File: src/common/modadd_pkg.sv
package modadd_pkg;

  // operand geometry.
  localparam int FIELD_BITS = 381;                     // width of a, b and the result.
  localparam int NUM_LIMBS  = 3;                       // limbs, one pipeline stage each.
  localparam int LIMB_BITS  = FIELD_BITS / NUM_LIMBS;  // 127 bits per limb.

  // the running words carry one spare bit above the field.
  localparam int ACC_BITS   = FIELD_BITS + 1;          // sum or diff word plus top carry.

  // sideband tag that rides with each pair.
  localparam int CTL_BITS   = 8;                       // user tag width.

  // bls12-381 base field prime.
  // written as three 128-bit chunks, top chunk trimmed to fit 381 bits.
  // the chunk edges do not line up with the limb edges.
  localparam logic [FIELD_BITS-1:0] FIELD_P = {
    125'h1a01_11ea_397f_e69a_4b1b_a7b6_434b_acd7,      // bits 380..256.
    128'h6477_4b84_f385_12bf_6730_d2a0_f6b0_f624,      // bits 255..128.
    128'h1eab_fffe_b153_ffff_b9fe_ffff_ffff_aaab       // bits 127..0.
  };

endpackage

File: src/limb_stage/limb_stage.sv
module limb_stage #(
  parameter int LIMB = 0                             // limb index, 0 is least significant.
) (
  input  logic                              i_clk,
  input  logic                              i_rst,
  input  logic                              i_val,
  input  logic [modadd_pkg::FIELD_BITS-1:0] i_a,
  input  logic [modadd_pkg::FIELD_BITS-1:0] i_b,
  input  logic [modadd_pkg::ACC_BITS-1:0]   i_sum,
  input  logic [modadd_pkg::ACC_BITS-1:0]   i_diff,
  input  logic                              i_borrow,
  input  logic [modadd_pkg::CTL_BITS-1:0]   i_ctl,
  input  logic                              i_sop,
  input  logic                              i_eop,
  input  logic                              i_rdy,
  output logic                              o_rdy,
  output logic                              o_val,
  output logic [modadd_pkg::FIELD_BITS-1:0] o_a,
  output logic [modadd_pkg::FIELD_BITS-1:0] o_b,
  output logic [modadd_pkg::ACC_BITS-1:0]   o_sum,
  output logic [modadd_pkg::ACC_BITS-1:0]   o_diff,
  output logic                              o_borrow,
  output logic [modadd_pkg::CTL_BITS-1:0]   o_ctl,
  output logic                              o_sop,
  output logic                              o_eop
);

  import modadd_pkg::*;

  localparam int W    = LIMB_BITS + 1;               // limb plus carry out.
  localparam int BASE = LIMB * LIMB_BITS;            // lowest bit of this limb.
  localparam logic [LIMB_BITS-1:0] P_LIMB = FIELD_P[BASE +: LIMB_BITS];

  logic [LIMB_BITS-1:0] a_limb;      // this limb of a.
  logic [LIMB_BITS-1:0] b_limb;      // this limb of b.
  logic [W-1:0]         sum_res;     // limb of a + b, top bit is carry.
  logic [W-1:0]         diff_add;    // a + b on the diff carry chain.
  logic [W:0]           diff_raw;    // signed limb of a + b - p.
  logic [W-1:0]         diff_res;    // wrapped limb written to diff word.
  logic                 borrow_nxt;  // borrow into the next limb.
  logic [ACC_BITS-1:0]  sum_nxt;     // sum word with this limb filled.
  logic [ACC_BITS-1:0]  diff_nxt;    // diff word with this limb filled.
  logic                 load;        // input pair taken this cycle.

  assign o_rdy = ~o_val | i_rdy;     // empty or being emptied.
  assign load  = i_val & o_rdy;

  always_comb begin
    a_limb = i_a[BASE +: LIMB_BITS];
    b_limb = i_b[BASE +: LIMB_BITS];

    // previous stage left its carry at the base bit of this limb.
    sum_res  = W'(a_limb) + W'(b_limb) + W'(i_sum[BASE]);
    diff_add = W'(a_limb) + W'(b_limb) + W'(i_diff[BASE]);

    // subtract the prime limb and incoming borrow, sign bit flags underflow.
    diff_raw   = (W+1)'(diff_add) - (W+1)'(P_LIMB) - (W+1)'(i_borrow);
    borrow_nxt = diff_raw[W];
    diff_res   = diff_raw[W-1:0];
    if (borrow_nxt) begin
      diff_res = diff_res + (W'(1) << LIMB_BITS);  // wrap by 2^limb_bits.
    end

    // upper limbs still zero, lower limbs already done.
    sum_nxt             = i_sum;
    sum_nxt[BASE +: W]  = sum_res;   // overwrites the carry bit it consumed.
    diff_nxt            = i_diff;
    diff_nxt[BASE +: W] = diff_res;
  end

  always_ff @(posedge i_clk) begin
    if (i_rst) begin
      o_val <= 1'b0;
    end else if (o_rdy) begin
      o_val <= i_val;                // bubble in when nothing arrives.
    end
  end

  // payload only moves on an accepted pair, so it holds while stalled.
  always_ff @(posedge i_clk) begin
    if (load) begin
      o_a      <= i_a;
      o_b      <= i_b;
      o_sum    <= sum_nxt;
      o_diff   <= diff_nxt;
      o_borrow <= borrow_nxt;
      o_ctl    <= i_ctl;
      o_sop    <= i_sop;
      o_eop    <= i_eop;
    end
  end

endmodule

File: src/modadd_top.sv
module modadd_top (
  input  logic                              i_clk,
  input  logic                              i_rst,
  input  logic                              i_val,
  output logic                              o_rdy,
  input  logic [modadd_pkg::FIELD_BITS-1:0] i_a,
  input  logic [modadd_pkg::FIELD_BITS-1:0] i_b,
  input  logic [modadd_pkg::CTL_BITS-1:0]   i_ctl,
  input  logic                              i_sop,
  input  logic                              i_eop,
  output logic                              o_val,
  input  logic                              i_rdy,
  output logic [modadd_pkg::FIELD_BITS-1:0] o_sum,
  output logic [modadd_pkg::CTL_BITS-1:0]   o_ctl,
  output logic                              o_sop,
  output logic                              o_eop
);

  import modadd_pkg::*;

  // index k feeds limb stage k, index NUM_LIMBS feeds the selector.
  logic                  val_w    [NUM_LIMBS+1];
  logic [FIELD_BITS-1:0] a_w      [NUM_LIMBS+1];
  logic [FIELD_BITS-1:0] b_w      [NUM_LIMBS+1];
  logic [ACC_BITS-1:0]   sum_w    [NUM_LIMBS+1];
  logic [ACC_BITS-1:0]   diff_w   [NUM_LIMBS+1];
  logic                  borrow_w [NUM_LIMBS+1];
  logic [CTL_BITS-1:0]   ctl_w    [NUM_LIMBS+1];
  logic                  sop_w    [NUM_LIMBS+1];
  logic                  eop_w    [NUM_LIMBS+1];
  logic                  sel_rdy;                 // selector can accept.

  // stage 0 starts from empty words and no borrow.
  assign sum_w[0]    = '0;
  assign diff_w[0]   = '0;
  assign borrow_w[0] = 1'b0;

  operand_loader u_loader (
    .i_clk (i_clk),
    .i_rst (i_rst),
    .i_val (i_val),
    .i_a   (i_a),
    .i_b   (i_b),
    .i_ctl (i_ctl),
    .i_sop (i_sop),
    .i_eop (i_eop),
    .i_rdy (g_limb[0].rdy_up),
    .o_rdy (o_rdy),
    .o_val (val_w[0]),
    .o_a   (a_w[0]),
    .o_b   (b_w[0]),
    .o_ctl (ctl_w[0]),
    .o_sop (sop_w[0]),
    .o_eop (eop_w[0])
  );

  // ready ripples back through separate per-stage nets.
  for (genvar k = 0; k < NUM_LIMBS; k++) begin : g_limb
    logic rdy_up;  // this stage can accept.
    logic rdy_dn;  // next block can accept.

    if (k == NUM_LIMBS - 1) begin : g_last
      assign rdy_dn = sel_rdy;
    end else begin : g_mid
      assign rdy_dn = g_limb[k+1].rdy_up;
    end

    limb_stage #(
      .LIMB (k)
    ) u_stage (
      .i_clk    (i_clk),
      .i_rst    (i_rst),
      .i_val    (val_w[k]),
      .i_a      (a_w[k]),
      .i_b      (b_w[k]),
      .i_sum    (sum_w[k]),
      .i_diff   (diff_w[k]),
      .i_borrow (borrow_w[k]),
      .i_ctl    (ctl_w[k]),
      .i_sop    (sop_w[k]),
      .i_eop    (eop_w[k]),
      .i_rdy    (rdy_dn),
      .o_rdy    (rdy_up),
      .o_val    (val_w[k+1]),
      .o_a      (a_w[k+1]),
      .o_b      (b_w[k+1]),
      .o_sum    (sum_w[k+1]),
      .o_diff   (diff_w[k+1]),
      .o_borrow (borrow_w[k+1]),
      .o_ctl    (ctl_w[k+1]),
      .o_sop    (sop_w[k+1]),
      .o_eop    (eop_w[k+1])
    );
  end

  result_select u_select (
    .i_clk    (i_clk),
    .i_rst    (i_rst),
    .i_val    (val_w[NUM_LIMBS]),
    .i_sum    (sum_w[NUM_LIMBS]),
    .i_diff   (diff_w[NUM_LIMBS]),
    .i_borrow (borrow_w[NUM_LIMBS]),
    .i_ctl    (ctl_w[NUM_LIMBS]),
    .i_sop    (sop_w[NUM_LIMBS]),
    .i_eop    (eop_w[NUM_LIMBS]),
    .i_rdy    (i_rdy),
    .o_rdy    (sel_rdy),
    .o_val    (o_val),
    .o_sum    (o_sum),
    .o_ctl    (o_ctl),
    .o_sop    (o_sop),
    .o_eop    (o_eop)
  );

endmodule

File: src/operand_loader.sv
module operand_loader (
  input  logic                              i_clk,
  input  logic                              i_rst,
  input  logic                              i_val,
  input  logic [modadd_pkg::FIELD_BITS-1:0] i_a,
  input  logic [modadd_pkg::FIELD_BITS-1:0] i_b,
  input  logic [modadd_pkg::CTL_BITS-1:0]   i_ctl,
  input  logic                              i_sop,
  input  logic                              i_eop,
  input  logic                              i_rdy,
  output logic                              o_rdy,
  output logic                              o_val,
  output logic [modadd_pkg::FIELD_BITS-1:0] o_a,
  output logic [modadd_pkg::FIELD_BITS-1:0] o_b,
  output logic [modadd_pkg::CTL_BITS-1:0]   o_ctl,
  output logic                              o_sop,
  output logic                              o_eop
);

  import modadd_pkg::*;

  // overflow entry, catches the pair that lands as downstream stalls.
  logic [FIELD_BITS-1:0] skid_a;     // overflow operand a.
  logic [FIELD_BITS-1:0] skid_b;     // overflow operand b.
  logic [CTL_BITS-1:0]   skid_ctl;   // overflow tag.
  logic                  skid_sop;   // overflow start flag.
  logic                  skid_eop;   // overflow end flag.
  logic                  skid_val;   // overflow entry occupied.
  logic                  skid_nxt;   // occupancy after this edge.
  logic                  rdy_q;      // registered upstream ready.
  logic                  in_xfer;    // pair accepted this cycle.
  logic                  main_free;  // main register may load.

  assign o_rdy     = rdy_q;                // straight from a flop.
  assign in_xfer   = i_val & rdy_q;        // upstream handshake.
  assign main_free = ~o_val | i_rdy;       // empty or leaving now.

  // overflow fills only when main is stuck and a pair still arrives.
  // rdy_q is low whenever it is full, so no third pair can come in.
  always_comb begin
    if (main_free) begin
      skid_nxt = 1'b0;                     // drains into main.
    end else begin
      skid_nxt = skid_val | in_xfer;       // hold or catch.
    end
  end

  always_ff @(posedge i_clk) begin
    if (i_rst) begin
      o_val    <= 1'b0;
      skid_val <= 1'b0;
      rdy_q    <= 1'b0;                    // rises one edge after reset.
    end else begin
      skid_val <= skid_nxt;
      rdy_q    <= ~skid_nxt;               // ready while overflow is empty.
      if (main_free) begin
        o_val <= skid_val | in_xfer;       // overflow first, keeps order.
      end
    end
  end

  // main register, overflow entry has priority over the input.
  always_ff @(posedge i_clk) begin
    if (main_free) begin
      if (skid_val) begin
        o_a   <= skid_a;
        o_b   <= skid_b;
        o_ctl <= skid_ctl;
        o_sop <= skid_sop;
        o_eop <= skid_eop;
      end else if (in_xfer) begin
        o_a   <= i_a;
        o_b   <= i_b;
        o_ctl <= i_ctl;
        o_sop <= i_sop;
        o_eop <= i_eop;
      end
    end
  end

  // overflow register, loads only while main is stalled.
  always_ff @(posedge i_clk) begin
    if (~main_free & in_xfer) begin
      skid_a   <= i_a;
      skid_b   <= i_b;
      skid_ctl <= i_ctl;
      skid_sop <= i_sop;
      skid_eop <= i_eop;
    end
  end

endmodule

File: src/result_select.sv
module result_select (
  input  logic                              i_clk,
  input  logic                              i_rst,
  input  logic                              i_val,
  input  logic [modadd_pkg::ACC_BITS-1:0]   i_sum,
  input  logic [modadd_pkg::ACC_BITS-1:0]   i_diff,
  input  logic                              i_borrow,
  input  logic [modadd_pkg::CTL_BITS-1:0]   i_ctl,
  input  logic                              i_sop,
  input  logic                              i_eop,
  input  logic                              i_rdy,
  output logic                              o_rdy,
  output logic                              o_val,
  output logic [modadd_pkg::FIELD_BITS-1:0] o_sum,
  output logic [modadd_pkg::CTL_BITS-1:0]   o_ctl,
  output logic                              o_sop,
  output logic                              o_eop
);

  import modadd_pkg::*;

  logic [FIELD_BITS-1:0] pick;  // reduced result for the pair at the input.
  logic                  load;  // input pair taken this cycle.

  assign o_rdy = ~o_val | i_rdy;  // same rule as the limb stages.
  assign load  = i_val & o_rdy;

  // final borrow set means a + b < p, keep the plain sum.
  // otherwise a + b - p is already below p.
  always_comb begin
    if (i_borrow) begin
      pick = i_sum[FIELD_BITS-1:0];
    end else begin
      pick = i_diff[FIELD_BITS-1:0];
    end
  end

  always_ff @(posedge i_clk) begin
    if (i_rst) begin
      o_val <= 1'b0;
    end else if (o_rdy) begin
      o_val <= i_val;
    end
  end

  // output register, held steady while downstream is not ready.
  always_ff @(posedge i_clk) begin
    if (load) begin
      o_sum <= pick;
      o_ctl <= i_ctl;
      o_sop <= i_sop;
      o_eop <= i_eop;
    end
  end

endmodule

File: config.mk
export PLATFORM = sky130hd
export DESIGN_NAME = modadd_top
export DESIGN_NICKNAME = d
export VERILOG_FILES = /design/src/common/modadd_pkg.sv /design/src/limb_stage/limb_stage.sv /design/src/modadd_top.sv /design/src/operand_loader.sv /design/src/result_select.sv
export SDC_FILE = /design/constraint.sdc
export NUM_CORES = 2
export LEC_CHECK = 0
export BUFFER_PORTS_ARGS = -buffer_cell sky130_fd_sc_hd__buf_2
export CORE_UTILIZATION = 45
export CTS_BUF_LIST = sky130_fd_sc_hd__clkbuf_2 sky130_fd_sc_hd__clkbuf_4 sky130_fd_sc_hd__clkbuf_8
export CTS_CLUSTER_SIZE = 30
export DETAILED_ROUTE_END_ITERATION = 12
export SKIP_CTS_REPAIR_TIMING = 1
export SYNTH_ARGS = -nofsm -noshare
export SYNTH_HDL_FRONTEND = slang
export SYNTH_SLANG_ARGS = --single-unit
File: constraint.sdc
create_clock -name i_clk -period 89 [get_ports i_clk]
set_input_delay 4.45 -clock i_clk [delete_from_list [all_inputs] [get_ports i_clk]]
set_output_delay 4.45 -clock i_clk [all_outputs]
set_load 0.02 [all_outputs]
==> impl_metrics.toml <==
[sta]
fin_crit_sh_pct = 11.8
min_period_ps = 10540
final.setup_skew_ps = 111
tightest_slew_ps = 1400
totalNegativeSetupSlack_ps = 0
slew_violations = 0
relSlewSlack_pct = 5.60
setup_viol = 0
hold_viol_final = 0
rsz0062_at_grt = "false"
hold_slack_ps = 370
max_freq_mhz = 94.9
fin_ws_ps = 78460

[die]
placement_rows = 244
dieWidth_um = 669
core-area_mm2 = 0.442
dieHeight_um = 669
initial_utilization_pct = 45.3
fp.dieArea_mm2 = 0.447
io_pins = 1169

[hold_path]
holdCritStartpoint = "u_loader.o_b[192]"
timing.hold.worst.class = "reg2reg"

[place]
dp_worst_setup_slack_ps = 78270
finalWeightedCongestion = 0.979
dp.final_hpwl_um = 472000
portBuffers = 1168
placed_area_mm2 = 0.213

[global_route]
globalRouteOverflowTotal = 0
grt_first_pass_wirelength_um = 860000
grt_pass1_vias = 126000
total_global_route_track_usage_pct = 26.3
antenna_found_initial = 194
largest_net_degree_at_the_start_of_global_routing = 140

[yosys]
ys_ff_latch = 4265
synthTopCellsByArea = "sky130_fd_sc_hd__edfxtp_1 64%, sky130_fd_sc_hd__mux2_2 6.5%, sky130_fd_sc_hd__ha_1 3.6%, sky130_fd_sc_hd__xnor2_1 3.3%, sky130_fd_sc_hd__a21oi_1 1.8%"
synthTopCellsByCount = "4,258 x sky130_fd_sc_hd__edfxtp_1, 1,161 x sky130_fd_sc_hd__mux2_2, 867 x sky130_fd_sc_hd__nand2_1, 808 x sky130_fd_sc_hd__nor2_1, 755 x sky130_fd_sc_hd__xnor2_1"
leading_cell_type_by_number_of_instances_after_synthesis = "sky130_fd_sc_hd__edfxtp_1"
synth_nets = 15800
post_synth_top_area_share_pct = 63.9
synth_area_mm2 = 0.200
post-synth-top-area-cell = "sky130_fd_sc_hd__edfxtp_1"
async_reset_ff_share_pct = 0
ys_warn_count = 0
syn-instance-count = 14500
syn_area_per_cell_um2 = 13.8
synth-edff-count = 4258
dominantRegCellSynth = "sky130_fd_sc_hd__edfxtp_1"
synth_cell_types = 147
sequential_to_total_area_share_from_yosys_stat_pct = 64.0

[power_and_ir_drop]
peakVddDrop_uv = 20.1
cellPowerDensity_mw_per_mm2 = 19.4
static_leak_nw = 78.1

[drt]
wirelength_um = 607000
drt.antenna.violating_nets = 0
num_vias = 127000
initialDrtViolationCount = 9926
via_per_inst = 5.64
drc_viols = 0
firstDrtPassIters = 6
route.detailed.wl_per_inst_um = 26.9

[cts]
cts-buffers-inserted = 690
cts.clk_slew.worst_paths_ps = 70
clkLatencyLatePin_ps = 1270
cts_root_buf = "sky130_fd_sc_hd__clkbuf_8"
cts.sink_count = 4265
htreeDepth = 6
cts_buffer_depth = 4
cts_tree = "done"

[finish]
fillers = 38100
layout.cell_area.non_filler_mm2 = 0.227
syn_to_final_growth_pct = 13.5
nNetsFinal = 17400
final_layout_size_suffix_gt1_share_pct = 23.5

[setup_path]
critPathCaptureType = "register"
worst-endpoint-arrival_ps = 11500
critical_path_peak_fanout = 11
timing.critical_path.from_type = "register"
worst_path_max_delay_cell = "sky130_fd_sc_hd__nor4_2"
critPathLaunch = "g_limb[1].u_stage.o_b[254]"
critPathKind = "reg2reg"
worst_ep_required_time_ps = 89960
max_stage_delay_ps = 940
timing.rr.start = "g_limb[1].u_stage.o_b[254]"

[job]
drv.max_cap_violation_count = 0

[run_status]
status = "complete, no violations"
## through the flow
stage	total power [mW]	util, %	instances
2_1_floorplan	2.67	-	14500
3_3_place_gp	2.74	48.2	21300
3_5_place_dp	2.74	48.2	21300
4_1_cts	4.46	51.4	22500
5_1_grt	4.58	51.4	22500
6_report	4.41	51.4	22600
## power by group
group | internal, mW | total (mW) | switching [mW]
Clock | 0.905 | 1.71 | 0.805
Sequential | 2.27 | 2.28 | 0.0124
Combinational | 0.149 | 0.422 | 0.273
## path summary, 6_finish.rpt
kind         slack, ps  depth (start not counted)                             to
min reg2reg        370                          0     g_limb[0].u_stage.o_b[192]
min                370                          0     g_limb[0].u_stage.o_b[192]
max reg2reg      78460                         28  g_limb[2].u_stage.o_diff[330]
max              78460                         28  g_limb[2].u_stage.o_diff[330]
## final cells by class
type / instances / area (um^2) / area share (%)
multi-input cells: 9387 / 69000 / 30.4
flip-flops and latches: 4265 / 128000 / 56.3
clock buffers: 893 / 11000 / 4.85
repair buffers: 1368 / 7410 / 3.26
well taps: 5904 / 7390 / 3.25
clock inverters: 343 / 2870 / 1.26
diodes: 54 / 135 / 0.0595
inverters: 364 / 1370 / 0.601
## metal layers
metal / vias up / track usage (%) / part of all wire (%)
met5: - / 0 / 0.12
met4: 114 / 11.3 / 4.7
met3: 1168 / 5.18 / 6.2
met2: 4094 / 43.8 / 48
met1: 62600 / 33.3 / 41
li1: 59400 / - / -
## cell usage in the layout (no fill, tap or decap), types with 318 or more instances in the layout
| cell | count |
|---|---|
| sky130_fd_sc_hd__edfxtp_1 | 4258 |
| sky130_fd_sc_hd__buf_2 | 1168 |
| sky130_fd_sc_hd__mux2_2 | 1161 |
| sky130_fd_sc_hd__nand2_1 | 867 |
| sky130_fd_sc_hd__nor2_1 | 807 |
| sky130_fd_sc_hd__xnor2_1 | 755 |
| sky130_fd_sc_hd__a21oi_1 | 714 |
| sky130_fd_sc_hd__clkbuf_8 | 691 |
| sky130_fd_sc_hd__ha_1 | 581 |
| sky130_fd_sc_hd__o21ai_0 | 419 |
| sky130_fd_sc_hd__inv_1 | 359 |
| sky130_fd_sc_hd__nand3_1 | 353 |
| sky130_fd_sc_hd__xor2_1 | 337 |
| sky130_fd_sc_hd__nand4_1 | 328 |
| sky130_fd_sc_hd__nor3_1 | 318 |
## state kept, by name, indices dropped and copies added (netlist names), 3 cells and up
signal	cells
g_limb.u_stage.o_a	381
g_limb.u_stage.o_b	381
g_limb.u_stage.o_borrow	3
g_limb.u_stage.o_ctl	24
g_limb.u_stage.o_diff	764
g_limb.u_stage.o_eop	3
g_limb.u_stage.o_sop	3
g_limb.u_stage.o_sum	764
g_limb.u_stage.o_val	3
u_loader.o_a	381
u_loader.o_b	381
u_loader.o_ctl	8
u_loader.skid_a	381
u_loader.skid_b	381
u_loader.skid_ctl	8
u_select.o_ctl	8
u_select.o_sum	381
## kinds of logic after synthesis
group,count (synthesis),share of synthesized area (%)
muxes,1200,6.73
DFF,4265,64.0
and+or+nand+nor,3915,10.4
xor gates and xnor gates,1099,4.84
buffers and inverters,824,1.64
AOI/OAI and AO/OA,2587,8.79
adders and majority gates,586,3.68
## critical path, delay by kind of cell (launching register included)
kind / cells / cell delay [ps]
and+or+nand+nor: 9 / 4190
AOI/OAI and AO/OA: 10 / 2670
xor gates and xnor gates: 3 / 1680
adders and majority gates: 3 / 1020
buffers and inverters: 3 / 360
DFF: 1 / 330
No activity file was read; power rests on OpenSTA's default activity.
